<file path="config.mk">
export PLATFORM = sky130hd
export DESIGN_NAME = sh_mem_unit
export DESIGN_NICKNAME = d
export VERILOG_FILES = /design/src/verilog/sh_mem_pkg.sv /design/src/verilog/mem_cmd_if.sv /design/src/verilog/cmd_queue.sv /design/src/verilog/rsp_credit_counter.sv /design/src/verilog/access_fsm.sv /design/src/verilog/lane_steer.sv /design/src/verilog/sh_mem_unit.sv
export SDC_FILE = /design/constraint.sdc
export NUM_CORES = 1
export LEC_CHECK = 0
export BUFFER_PORTS_ARGS = -buffer_cell sky130_fd_sc_hd__buf_2
export CELL_PAD_IN_SITES_DETAIL_PLACEMENT = 0
export CELL_PAD_IN_SITES_GLOBAL_PLACEMENT = 1
export CORE_MARGIN = 2
export CORE_UTILIZATION = 44
export DETAILED_ROUTE_END_ITERATION = 8
export PLACE_DENSITY = 0.78
export SYNTH_ARGS = -nofsm -noshare
export SYNTH_HDL_FRONTEND = slang
export SYNTH_SLANG_ARGS = --single-unit
</file>
<file path="constraint.sdc">
create_clock -name CLK -period 2.65 [get_ports CLK]
set_input_delay 0 -clock CLK [delete_from_list [all_inputs] [get_ports CLK]]
set_output_delay 0 -clock CLK [all_outputs]
set_load 0.01 [all_outputs]
</file>
<file path="src/verilog/sh_mem_pkg.sv">
package sh_mem_pkg;

	// ********************
	// Sizes and widths
	// ********************
	localparam int addr_w = 32;
	localparam int data_w = 32;

	// Command queue slots, also the sender's starting credit count
	localparam int queue_depth = 4;
	localparam int ptr_w = 2;

	// Response credits held by the unit
	localparam int rsp_credit_max = 7;
	localparam int rsp_cnt_w = $clog2(rsp_credit_max + 1);

	// Bit 7 of the byte written back by test-and-set
	localparam logic [7:0] tas_set_mask = 8'h80;

	// ********************
	// Encodings
	// ********************
	typedef enum logic [1:0] {
		op_load  = 2'd0,
		op_store = 2'd1,
		op_tas   = 2'd2
	} mem_op_e;

	typedef enum logic [1:0] {
		sz_byte = 2'd0,
		sz_word = 2'd1,
		sz_long = 2'd2
	} mem_size_e;

	typedef enum logic [2:0] {
		st_idle      = 3'd0,
		st_read      = 3'd1,
		st_write     = 3'd2,
		st_tas_read  = 3'd3,
		st_tas_write = 3'd4
	} fsm_state_e;

endpackage

</file>
<file path="src/verilog/mem_cmd_if.sv">
interface mem_cmd_if;

	// Head entry of the command queue
	logic                           valid;
	sh_mem_pkg::mem_op_e            op;
	sh_mem_pkg::mem_size_e          size;
	logic [sh_mem_pkg::addr_w-1:0]  addr;
	logic [sh_mem_pkg::data_w-1:0]  wdata;

	// Sequencer takes the head entry
	logic                           pop;

	modport cmd_queue (
		output valid,
		output op,
		output size,
		output addr,
		output wdata,
		input  pop
	);

	modport access_fsm (
		input  valid,
		input  op,
		input  size,
		input  addr,
		input  wdata,
		output pop
	);

endinterface

</file>
<file path="src/verilog/cmd_queue.sv">
module cmd_queue (
	input  logic                          CLK,
	input  logic                          RST_N,
	input  logic                          push,
	input  sh_mem_pkg::mem_op_e           op,
	input  sh_mem_pkg::mem_size_e         size,
	input  logic [sh_mem_pkg::addr_w-1:0] addr,
	input  logic [sh_mem_pkg::data_w-1:0] wdata,
	output logic                          credit_ret,
	mem_cmd_if.cmd_queue                  head
);

	sh_mem_pkg::mem_op_e           op_mem    [sh_mem_pkg::queue_depth];
	sh_mem_pkg::mem_size_e         size_mem  [sh_mem_pkg::queue_depth];
	logic [sh_mem_pkg::addr_w-1:0] addr_mem  [sh_mem_pkg::queue_depth];
	logic [sh_mem_pkg::data_w-1:0] wdata_mem [sh_mem_pkg::queue_depth];

	logic [sh_mem_pkg::ptr_w-1:0]  wr_ptr;
	logic [sh_mem_pkg::ptr_w-1:0]  rd_ptr;
	logic [sh_mem_pkg::ptr_w:0]    count;
	logic                          do_pop;

	assign do_pop = head.pop & head.valid;

	// Entry storage
	always_ff @(posedge CLK) begin
		if (push) begin
			op_mem[wr_ptr]    <= op;
			size_mem[wr_ptr]  <= size;
			addr_mem[wr_ptr]  <= addr;
			wdata_mem[wr_ptr] <= wdata;
		end
	end

	always_ff @(posedge CLK or negedge RST_N) begin
		if (!RST_N) begin
			wr_ptr     <= '0;
			rd_ptr     <= '0;
			count      <= '0;
			credit_ret <= 1'b0;
		end
		else begin
			if (push) begin
				wr_ptr <= wr_ptr + 1'b1;
			end
			if (do_pop) begin
				rd_ptr <= rd_ptr + 1'b1;
			end

			case ({push, do_pop})
				2'b10:   count <= count + 1'b1;
				2'b01:   count <= count - 1'b1;
				default: ;
			endcase

			// One credit back to the sender per released slot
			credit_ret <= do_pop;
		end
	end

	// ********************
	// Head entry
	// ********************
	assign head.valid = (count != '0);
	assign head.op    = op_mem[rd_ptr];
	assign head.size  = size_mem[rd_ptr];
	assign head.addr  = addr_mem[rd_ptr];
	assign head.wdata = wdata_mem[rd_ptr];

endmodule

</file>
<file path="src/verilog/rsp_credit_counter.sv">
module rsp_credit_counter (
	input  logic CLK,
	input  logic RST_N,
	input  logic grant,
	input  logic spend,
	output logic has_credit
);

	logic [sh_mem_pkg::rsp_cnt_w-1:0] count;
	logic                             at_max;

	assign at_max = (count == sh_mem_pkg::rsp_credit_max[sh_mem_pkg::rsp_cnt_w-1:0]);

	always_ff @(posedge CLK or negedge RST_N) begin
		if (!RST_N) begin
			count <= '0;
		end
		else begin
			// Grant and spend together cancel out
			if (grant && !spend && !at_max) begin
				count <= count + 1'b1;
			end
			else if (spend && !grant && has_credit) begin
				count <= count - 1'b1;
			end
		end
	end

	assign has_credit = (count != '0);

endmodule

</file>
<file path="src/verilog/access_fsm.sv">
module access_fsm (
	input  logic                          CLK,
	input  logic                          RST_N,
	mem_cmd_if.access_fsm                 cmd,
	input  logic                          has_credit,
	output logic                          spend,
	input  logic                          bus_wait,
	input  logic [3:0]                    lanes,
	input  logic [sh_mem_pkg::data_w-1:0] rdata,
	input  logic                          byte_zero,
	output sh_mem_pkg::mem_size_e         size,
	output logic [sh_mem_pkg::addr_w-1:0] addr,
	output logic [sh_mem_pkg::data_w-1:0] wdata,
	output logic                          bus_req,
	output logic                          bus_wr,
	output logic                          bus_tas,
	output logic [3:0]                    bus_ba,
	output logic                          rsp_valid,
	output logic                          rsp_t,
	output logic [sh_mem_pkg::data_w-1:0] rsp_data
);

	sh_mem_pkg::fsm_state_e state;
	sh_mem_pkg::fsm_state_e state_nxt;
	logic                   start;
	logic                   xfer_done;

	// Stores need no response slot
	assign start = (state == sh_mem_pkg::st_idle) && cmd.valid &&
	               ((cmd.op == sh_mem_pkg::op_store) || has_credit);
	assign cmd.pop = start;
	assign spend   = start && (cmd.op != sh_mem_pkg::op_store);

	assign xfer_done = bus_req && !bus_wait;

	// ********************
	// Sequencer
	// ********************
	always_comb begin
		state_nxt = state;
		case (state)
			sh_mem_pkg::st_idle: begin
				if (start) begin
					case (cmd.op)
						sh_mem_pkg::op_load:  state_nxt = sh_mem_pkg::st_read;
						sh_mem_pkg::op_store: state_nxt = sh_mem_pkg::st_write;
						default:              state_nxt = sh_mem_pkg::st_tas_read;
					endcase
				end
			end
			sh_mem_pkg::st_tas_read: begin
				if (!bus_wait) state_nxt = sh_mem_pkg::st_tas_write;
			end
			sh_mem_pkg::st_read, sh_mem_pkg::st_write, sh_mem_pkg::st_tas_write: begin
				if (!bus_wait) state_nxt = sh_mem_pkg::st_idle;
			end
			default: state_nxt = sh_mem_pkg::st_idle;
		endcase
	end

	always_ff @(posedge CLK or negedge RST_N) begin
		if (!RST_N) begin
			state     <= sh_mem_pkg::st_idle;
			rsp_valid <= 1'b0;
		end
		else begin
			state     <= state_nxt;
			rsp_valid <= !bus_wait && ((state == sh_mem_pkg::st_read) ||
			                           (state == sh_mem_pkg::st_tas_write));
		end
	end

	// Command latch, TAS write-back and response data
	always_ff @(posedge CLK) begin
		if (start) begin
			addr  <= cmd.addr;
			wdata <= cmd.wdata;
			size  <= (cmd.op == sh_mem_pkg::op_tas) ? sh_mem_pkg::sz_byte : cmd.size;
		end
		else if (xfer_done && state == sh_mem_pkg::st_tas_read) begin
			wdata <= {{(sh_mem_pkg::data_w - 8){1'b0}}, rdata[7:0] | sh_mem_pkg::tas_set_mask};
		end

		if (xfer_done && state == sh_mem_pkg::st_read) begin
			rsp_data <= rdata;
			rsp_t    <= 1'b0;
		end
		else if (xfer_done && state == sh_mem_pkg::st_tas_read) begin
			rsp_data <= {{(sh_mem_pkg::data_w - 8){1'b0}}, rdata[7:0]};
			rsp_t    <= byte_zero;
		end
	end

	// ********************
	// Bus outputs
	// ********************
	assign bus_req = (state != sh_mem_pkg::st_idle);
	assign bus_wr  = (state == sh_mem_pkg::st_write) || (state == sh_mem_pkg::st_tas_write);
	// Lock held over both TAS accesses
	assign bus_tas = (state == sh_mem_pkg::st_tas_read) || (state == sh_mem_pkg::st_tas_write);
	assign bus_ba  = bus_req ? lanes : 4'b0000;

endmodule

</file>
<file path="src/verilog/lane_steer.sv">
module lane_steer (
	input  sh_mem_pkg::mem_size_e         size,
	input  logic [1:0]                    addr_lo,
	input  logic [sh_mem_pkg::data_w-1:0] wdata,
	input  logic [sh_mem_pkg::data_w-1:0] bus_di,
	output logic [sh_mem_pkg::data_w-1:0] bus_do,
	output logic [3:0]                    lanes,
	output logic [sh_mem_pkg::data_w-1:0] rdata,
	output logic                          byte_zero
);

	logic [1:0]                    shift;
	logic [sh_mem_pkg::data_w-1:0] shifted;

	// ********************
	// Store side
	// ********************
	always_comb begin
		case (size)
			sh_mem_pkg::sz_byte: begin
				bus_do = {4{wdata[7:0]}};
				// Lane 3 carries address 0
				lanes  = 4'b0001 << ~addr_lo;
			end
			sh_mem_pkg::sz_word: begin
				bus_do = {2{wdata[15:0]}};
				lanes  = addr_lo[1] ? 4'b0011 : 4'b1100;
			end
			default: begin
				bus_do = wdata;
				lanes  = 4'b1111;
			end
		endcase
	end

	// ********************
	// Load side
	// ********************
	always_comb begin
		case (size)
			sh_mem_pkg::sz_byte: shift = ~addr_lo;
			sh_mem_pkg::sz_word: shift = {~addr_lo[1], 1'b0};
			default:             shift = 2'b00;
		endcase
	end

	// Addressed lane moved down to bits 7:0 or 15:0
	assign shifted = bus_di >> {shift, 3'b000};

	always_comb begin
		case (size)
			sh_mem_pkg::sz_byte: rdata = {{24{shifted[7]}}, shifted[7:0]};
			sh_mem_pkg::sz_word: rdata = {{16{shifted[15]}}, shifted[15:0]};
			default:             rdata = shifted;
		endcase
	end

	// Test-and-set result bit
	assign byte_zero = (shifted[7:0] == 8'h00);

endmodule

</file>
<file path="src/verilog/sh_mem_unit.sv">
module sh_mem_unit (
	input  logic                          CLK,
	input  logic                          RST_N,

	input  logic                          cmd_valid,
	input  sh_mem_pkg::mem_op_e           cmd_op,
	input  sh_mem_pkg::mem_size_e         cmd_size,
	input  logic [sh_mem_pkg::addr_w-1:0] cmd_addr,
	input  logic [sh_mem_pkg::data_w-1:0] cmd_wdata,
	output logic                          credit_ret,

	input  logic                          rsp_credit,
	output logic                          rsp_valid,
	output logic                          rsp_t,
	output logic [sh_mem_pkg::data_w-1:0] rsp_data,

	output logic [sh_mem_pkg::addr_w-1:0] bus_a,
	output logic [sh_mem_pkg::data_w-1:0] bus_do,
	output logic [3:0]                    bus_ba,
	output logic                          bus_wr,
	output logic                          bus_req,
	output logic                          bus_tas,
	input  logic [sh_mem_pkg::data_w-1:0] bus_di,
	input  logic                          bus_wait
);

	logic                          has_credit;
	logic                          spend;
	logic [3:0]                    lanes;
	logic [sh_mem_pkg::data_w-1:0] rdata;
	logic                          byte_zero;
	sh_mem_pkg::mem_size_e         size;
	logic [sh_mem_pkg::data_w-1:0] wdata;

	mem_cmd_if cmd_if ();

	cmd_queue cmd_queue_i (
		.CLK        (CLK),
		.RST_N      (RST_N),
		.push       (cmd_valid),
		.op         (cmd_op),
		.size       (cmd_size),
		.addr       (cmd_addr),
		.wdata      (cmd_wdata),
		.credit_ret (credit_ret),
		.head       (cmd_if.cmd_queue)
	);

	rsp_credit_counter rsp_credit_counter_i (
		.CLK        (CLK),
		.RST_N      (RST_N),
		.grant      (rsp_credit),
		.spend      (spend),
		.has_credit (has_credit)
	);

	access_fsm access_fsm_i (
		.CLK        (CLK),
		.RST_N      (RST_N),
		.cmd        (cmd_if.access_fsm),
		.has_credit (has_credit),
		.spend      (spend),
		.bus_wait   (bus_wait),
		.lanes      (lanes),
		.rdata      (rdata),
		.byte_zero  (byte_zero),
		.size       (size),
		.addr       (bus_a),
		.wdata      (wdata),
		.bus_req    (bus_req),
		.bus_wr     (bus_wr),
		.bus_tas    (bus_tas),
		.bus_ba     (bus_ba),
		.rsp_valid  (rsp_valid),
		.rsp_t      (rsp_t),
		.rsp_data   (rsp_data)
	);

	lane_steer lane_steer_i (
		.size      (size),
		.addr_lo   (bus_a[1:0]),
		.wdata     (wdata),
		.bus_di    (bus_di),
		.bus_do    (bus_do),
		.lanes     (lanes),
		.rdata     (rdata),
		.byte_zero (byte_zero)
	);

endmodule

</file>
; ---- After elaboration in Yosys (flattened, before gate mapping)
; Memory sizes are Yosys's and may differ from the RTL's. A register that Yosys moved wholly into a read port is not among the register bits.
; Cells that the tools add are included.
[totals]
rom_bits = 0
latchBits = 0
output_inout_bits = 106
ramBits = 272
elab_cells = 91
memories = 4
input_bits = 105
reg_bits = 80
[memory_table]
columns = name, words, word_bits, read_ports, rd_ports_with_merged_regs, wr, line
row1 = cmd_queue_i.addr_mem, 4, 32, 1, 1, 1, cmd_queue.sv:15  ; logic [sh_mem_pkg::addr_w-1:0] addr_mem [sh_mem_pkg::queue_depth];
row2 = cmd_queue_i.wdata_mem, 4, 32, 1, 0, 1, cmd_queue.sv:16  ; logic [sh_mem_pkg::data_w-1:0] wdata_mem [sh_mem_pkg::queue_depth];
row3 = cmd_queue_i.op_mem, 4, 2, 1, 0, 1, cmd_queue.sv:13  ; sh_mem_pkg::mem_op_e op_mem [sh_mem_pkg::queue_depth];
row4 = cmd_queue_i.size_mem, 4, 2, 1, 1, 1, cmd_queue.sv:14  ; sh_mem_pkg::mem_size_e size_mem [sh_mem_pkg::queue_depth];
[op_classes]
multipliers = 0
n_div = 0
n_addsub = 6
eq_ne = 14
n_lt_le_gt_ge = 0
reduce_logical = 32
n_bitwise = 3
mux = 20
shifts = 2
[ops]
columns = cell, n
row1 = 32-bit 2-to-1 mux, 4
row2 = 32-bit one-hot mux with 2 select lines, 2
row3 = 32-bit by 5-bit right shift with 32-bit output, 1
row4 = 3-bit 2-to-1 mux, 5
row5 = 1-bit logical AND, 11
row6 = 3-bit one-hot mux with 3 select lines, 1
row7 = 3-bit nonzero test, 3
row8 = 8-bit zero test, 1
row9 = 4-bit 2-to-1 mux, 2
row10 = 2-bit one-hot mux with 2 select lines, 2
row11 = 4-bit one-hot mux with 2 select lines, 1
row12 = 2-bit nonzero test, 4
row13 = 3-bit by 1-bit adder with 3-bit output (second input constant), 2
row14 = 2-bit by 1-bit equality test with 1-bit output (second input constant), 3
row15 = 3-bit by 2-bit equality test with 1-bit output (second input constant), 2
row16 = 3-bit equality test (second input constant), 2
row17 = 3-bit one-hot mux with 2 select lines, 1
row18 = 3-bit by 1-bit subtractor with 3-bit output (second input constant), 2
row19 = 2-bit by 1-bit adder with 2-bit output (second input constant), 2
row20 = 2-bit equality test (second input constant), 2
row21 = 1-bit zero test, 4
row22 = 2-bit zero test, 2
row23 = 1-bit logical OR, 4
row24 = 2-bit by 1-bit != test with 1-bit output (second input constant), 2
row25 = 10 further kinds, 12

; ---- Logic depth before layout (Yosys ltp)
; An unclocked memory read counts as a cell.
[depth]
depth_word = 9
mapped_depth = 12

; ---- Modules after synthesis
; A second synthesis with hierarchy kept.
[unflattened]
hier_cells = 802
hier_area_um2 = 15494.9
[by_module_without_submodules]
columns = mod, cells_per_inst, seq_area_each_um2, area_per_inst_um2, n_inst
row1 = cmd_queue, 393, 8368.0, 10317.4, 1
row2 = access_fsm, 201, 3062.9, 3763.6, 1
row3 = lane_steer, 177, 0.0, 1127.3, 1
row4 = rsp_credit_counter, 31, 75.1, 286.5, 1

; ---- Least setup slack after synthesis
; No wires, ideal clock.
[synth_path]
path_kind = register to register
from = reg access_fsm_i.state[2]
to = reg access_fsm_i.wdata[0] in the netlist's numbering (enable)
arrival_ps = 2504
path_slack_ps = -244
n_path_buf = 0
required_time_ps = 2261
stages_incl_launch_ff = 6
setup_time_ps = 389
cell_sequence = dfrtp_1 > nor2b_1 > or2b_2 > inv_1 > nand2_1 > nand2_1
[synth_between]
elab_chain_cells = 4
word_cells_on_any_way = 8
classes_between = eq/ne: 1 / reduce/logical: 7
[synth_lines]
columns = element, line
row1 = start: declaration, access_fsm.sv:23  ; sh_mem_pkg::fsm_state_e state;
row2 = start signal: assignment, access_fsm.sv:63  ; state <= sh_mem_pkg::st_idle;
row3 = start signal: assignment, access_fsm.sv:67  ; state <= state_nxt;
row4 = 3-bit nonzero test / 3-bit zero test (equally long branches), "access_fsm.sv:97, access_fsm.sv:29"
row5 = "1-bit logical AND, on equally long branches", "access_fsm.sv:34, access_fsm.sv:29"
row6 = "1-bit logical AND, on equally long branches", "access_fsm.sv:80, access_fsm.sv:29"
row7 = 2-bit nonzero test (no source line) *, --
row8 = end signal: assignment, access_fsm.sv:77  ; wdata <= cmd.wdata;
row9 = end signal: assignment, access_fsm.sv:81  ; wdata <= {{(sh_mem_pkg::data_w - 8){1'b0}}, rdata[7:0] | sh_mem_pkg::tas_set_mask};
row10 = end: declaration, access_fsm.sv:13  ; output logic [sh_mem_pkg::data_w-1:0] wdata,
; Every way passes the cells marked *; elsewhere a longest branch is shown, timed or not.
; A chain may end at the register's enable or synchronous reset.

; ---- Worst setup path after layout
[layout_path]
from = reg cmd_queue_i.rd_ptr[0] in the netlist's numbering
to = reg rsp_credit_counter_i.count[2] in the netlist's numbering
[layout_between]
elab_chain_cells = 9
word_cells_on_any_way = 13
classes_between = eq/ne: 2 / mux: 1 / reduce/logical: 9 / memory: 1
[layout_lines]
columns = element, line
row1 = start: declaration, cmd_queue.sv:19  ; logic [sh_mem_pkg::ptr_w-1:0] rd_ptr;
row2 = start signal: assignment, cmd_queue.sv:47  ; rd_ptr <= rd_ptr + 1'b1;
row3 = memory 4 x 2 bit *, --
row4 = 2-bit by 1-bit equality test with 1-bit output, access_fsm.sv:30  ; ((cmd.op == sh_mem_pkg::op_store) || has_credit);
row5 = 1-bit logical OR, access_fsm.sv:30
row6 = 1-bit logical AND, access_fsm.sv:29  ; assign start = (state == sh_mem_pkg::st_idle) && cmd.valid &&
row7 = 1-bit logical AND *, access_fsm.sv:32  ; assign spend = start && (cmd.op != sh_mem_pkg::op_store);
row8 = 1-bit zero test, rsp_credit_counter.sv:20  ; if (grant && !spend && !at_max) begin
row9 = 1-bit logical AND (2 in a row), rsp_credit_counter.sv:20
row10 = 3-bit 2-to-1 mux / 2-bit nonzero test (equally long branches), --
row11 = end signal: assignment, rsp_credit_counter.sv:21  ; count <= count + 1'b1;
row12 = end signal: assignment, rsp_credit_counter.sv:24  ; count <= count - 1'b1;
row13 = end: declaration, rsp_credit_counter.sv:9  ; logic [sh_mem_pkg::rsp_cnt_w-1:0] count;
; Marked as above.

==> flow_results.org <==
** Run status
- The run finished with clean final reports.

** STA
- Final clock skew :: between 0.02 and 0.025 ns
- Setup violations remaining at the end of the flow were counted as 0.
- Accumulated negative setup slack :: 0 ns
- For the pin with the worst max-slew slack, the measured transition is 0.885 ns.
- Worst hold slack after final layout :: 0.0337 ns
- Final Max Slew Viols :: 0
- Minimum clock period after layout :: about 2.6 ns
- Based on the critical path, the design can be clocked at up to between 0.3 and 0.4 GHz.
- In this run the tightest slew margin relative to its limit is 0.410.
- Of the available clock period, the critical path in the final layout requires 0.981.
- Count of final hold-check violations :: 0
- Setup repair after global routing could not meet its margin everywhere.

** Worst setup path
- By startpoint and endpoint, the worst setup path is classified as flop to flop.
- CP cell instances :: mux4_2 > nand2b_4 > o311ai_4 > nand2_1 > a31o_2 > fa_2 > or3_4 > a31o_4
- Largest fanout on the critical path :: 4
- Crit end category :: flop
- Slowest stage cell on the critical path :: mux4_2
- For this run, the slowest stage of the critical path takes 0.53 ns.
- Buf+Inv Stages, Crit Path :: 0
- The worst setup path is launched from a flop.
- Critical path arrival :: between 3 and 4 ns
- Measured in cells, the most critical reg-to-reg path has a length of 8.
- The worst register-to-register path has a setup slack of 0.05 ns.
- Req. time, crit path :: between 3 and 4 ns
- Worst reg2reg endpoint :: rsp_credit_counter_i.count[2]
- In this run the critical register-to-register path is launched from cmd_queue_i.rd_ptr[0].
- The kind of cell with the highest combined delay along the critical path is simple AND/OR/NAND/NOR gates.
- In this run the number of cells on the critical path is 8.

** Power
- Switching power share of the total :: 0.322
- VDD sags by at most approximately 670 µV.
- For this design the ratio of total power to cell area is between 1000 and 1500 nW/µm².
- Cell internal power was estimated by the tool at about 15 mW.
- Of the total power, the clock network draws 0.246.
- The share of total power dissipated in sequential elements is 0.423.
- Summed over all nets, the switching power comes to roughly 7.3 mW.
- Of the total power, combinational logic draws 0.331.
- For this design the static power due to leakage is 7.14 nW.

** Layout
- Of the cells placed in the final design, the portion with a size suffix greater than 1 is 0.352.
- Growth of design area from synthesis to finish :: 27.0%
- The layout has around 2700 filler cells.
- The finished cells cover roughly 19000 µm².
- At the end of the flow, the number of nets in the layout was between 1000 and 1500.

** Synthesis
- Proportion of register bits with asynchronous set or reset after synthesis :: 0.0389
- Number of synthesized flops with an enable pin :: 370
- Number of warnings issued by yosys :: 0
- Yosys top cell by area :: edfxtp_1
- For this run, the register share of the synthesized area comes to 0.761.
- The synthesized design contains 386 register bits.
- In the synthesized netlist, the number of instances is between 800 and 900.
- Yosys attributes the largest share of cell area to edfxtp_1, mux4_2, dfrtp_1.
- Summing every instance area after synthesis gives 15100 µm².
- Synthesis produced a netlist with a net count of approximately 900.
- After synthesis, the netlist uses 61 different library cells.
- The average instance in the mapped netlist occupies between 15 and 20 µm².
- Area fraction of the dominant cell type after synthesis :: 0.735
- Predominant post-synthesis flop cell :: edfxtp_1

** Detailed routing
- Total routed wirelength :: roughly 34 mm
- Final routed wire length divided by cell count :: roughly 21 µm
- Total number of vias :: around 8500
- Dividing the detail-routed via count by the number of cells gives around 5.2.
- In this run the remaining antenna-violating nets after routing total 0.
- The pre-antenna-repair detailed-routing pass consisted of 5 iterations.
- For this run, design rule violations remaining after detail routing come to 0.
- The detailed router finished its first iteration with 591 violations.

** Worst hold path
- Along the worst hold path, the cell count comes to 4.
- Source of the worst hold timing path :: bus_di[1]
- HP Class :: input pin to flop
- Min-Delay Endpoint :: access_fsm_i.rsp_t

** Placed design
- The wire-length estimate of the detail-placed layout is between 20 and 25 mm.
- Standard cell area after detailed placement :: ~17000 µm²
- Weighted congestion reported at the end of routability-driven placement :: ~0.93
- During placement, the flow inserted port buffers numbering between 200 and 250.

** Floorplan
- Die span in y :: between 150 and 200 µm
- Number of top-level design ports :: roughly 210
- Placement Rows :: between 60 and 70
- The floorplan step defined a die boundary enclosing 35800 µm².
- Area of the core region :: between 30000 and 40000 µm²
- Starting density of the core :: 0.448
- From left edge to right edge, the die measures 189 µm.

** Clock tree
- Maximum level of the CTS H-tree :: 2
- Number of buffers added by the clock tree synthesis step :: ~40
- No sink is reached through more buffers than the 3 on the longest clock path.
- Clock latency of the later-clocked register in the worst-skew pair :: about 0.54 ns
- CTS tree :: built
- The tree is rooted in a clkbuf_16.
- CTS sink cnt :: between 300 and 400
- Clock-pin slew on the worst setup and hold paths :: roughly 0.060 ns

** GRT
- Overall overflow remaining after global route :: 0
- Entering global routing, the biggest net connects 58 pins.
- The number of antenna violations at the first check in global routing came to 5.
- Vias in the first global route :: 8833
- The first global-routing pass estimated around 52 mm of wire.
- For this run, the total global-route usage over all layers was measured as 0.192.

** Job
- Across the run, the number of max-cap violations was 0.
cell usage after synthesis (3+ instances only):
library cell and number:
a211oi_1 3, a21oi_1 28, a31oi_1 7, and2_1 4, and3_1 25, buf_1 6, buf_2 6, buf_4 10
clkbuf_1 22, clkbuf_8 4, dfrtp_1 15, edfxtp_1 370, ha_1 5, inv_1 30, mux2_2 12, mux2i_1 15
mux4_2 68, nand2_1 66, nand2b_1 4, nor2_1 15, nor2b_1 5, nor3_1 3, o21ai_0 18, o22ai_1 6
xnor2_1 4, xor2_1 4
timing repair:
action                                  in CTS  in global routing
hold buffers                                99                  0
resized for setup                            0                  3
endpoints found under the setup margin       0                  1
hold endpoints to repair                   323                  0
setup buffers                                0                  3
power groups by stage:
stage | clock [mW] | combinational, mW | sequential (mW)
after floorplan | 0 | 4.73 | 9.57
after global placement | 0 | 7.37 | 9.67
after detailed placement | 0 | 7.46 | 9.70
after CTS | 5.71 | 7.60 | 9.60
after global routing | 5.94 | 8.20 | 9.73
final | 5.58 | 7.50 | 9.58
per-layer routing:
layer / global-route usage / wire (µm)
met5: 0 / 25
met4: 0.0519 / 767
met3: 0.0419 / 2500
met2: 0.321 / 16300
met1: 0.254 / 14300
sequential cells by signal (all words and copies together), names as in the netlist:
signal and flops:
cmd_queue_i.addr_mem 128, cmd_queue_i.wdata_mem 128, access_fsm_i.addr 32, access_fsm_i.rsp_data 32, access_fsm_i.wdata 32, cmd_queue_i.op_mem 8, cmd_queue_i.size_mem 8, access_fsm_i.state 3
cmd_queue_i.count 3, rsp_credit_counter_i.count 3, access_fsm_i.size 2, cmd_queue_i.rd_ptr 2, cmd_queue_i.wr_ptr 2, access_fsm_i.rsp_t 1, access_fsm_i.rsp_valid 1, cmd_queue_i.credit_ret 1
cell usage in the layout, fill, tap and decap left out, drive strengths merged, types with 19 or more instances in the layout:
master	count
dlygate4sd3	99
buf	250
inv	34
mux4	68
o21ai	19
clkbuf	48
edfxtp	370
and3	25
a21oi	28
nand2	66
how the worst max path moves through the flow:
stage | from | to | slack, ns
finish | cmd_queue_i.rd_ptr[0] | rsp_credit_counter_i.count[2] | 0.05
detailed placement | cmd_queue_i.rd_ptr[0] | rsp_credit_counter_i.count[2] | 0.02
CTS | cmd_queue_i.rd_ptr[0] | rsp_credit_counter_i.count[2] | 0.005
floorplan | cmd_queue_i.wr_ptr[0] | cmd_queue_i.addr_mem[0][0] | 0.001
global placement | cmd_queue_i.rd_ptr[0] | rsp_credit_counter_i.count[2] | 0.07
global route | cmd_queue_i.rd_ptr[0] | rsp_credit_counter_i.count[2] | -0.04
logic make-up (layout without fill, tap and decap cells):
group | count (synthesis) | in the layout | share of synthesized area
other | 0 | 3 | 0
buffers and inverters | 82 | 454 | 0.0271
and+or+nand+nor | 136 | 136 | 0.0434
adders and majority gates | 7 | 7 | 0.00679
AOI/OAI and AO/OA | 87 | 87 | 0.0364
DFF | 386 | 386 | 0.761
muxes | 95 | 95 | 0.120
xor gates and xnor gates | 8 | 8 | 0.00464
layout make-up:
| cell class | instances | area (µm²) | share of cell area |
|---|---|---|---|
| multi-input combinational | 333 | 3260 | 0.170 |
| clock buffer | 48 | 1050 | 0.0548 |
| antenna | 3 | 7.51 | 0.000391 |
| timing repair buffer | 349 | 2420 | 0.126 |
| sequential | 386 | 11500 | 0.600 |
| inverter | 31 | 116 | 0.00606 |
| clock inverter | 26 | 263 | 0.0137 |
| tap | 448 | 561 | 0.0292 |
metrics by stage:
step	cells	setup slack [ns]	power [mW]	utilization
3_5_place_dp	1445	0.0199	17.2	0.499
3_3_place_gp	1445	0.0743	17.0	0.499
4_1_cts	1618	0.00457	22.9	0.568
6_report	1624	0.0490	22.7	0.569
2_1_floorplan	801	0.00127	14.3	-
5_1_grt	1621	-0.0368	23.9	0.569
worst min-delay path, cell delays in order:
cell and delay, ns:
buf_2 0.10, o21ai_0 0.13, o221ai_1 0.22, o31ai_1 0.07
Note: power is estimated with default switching activity, not from simulation.
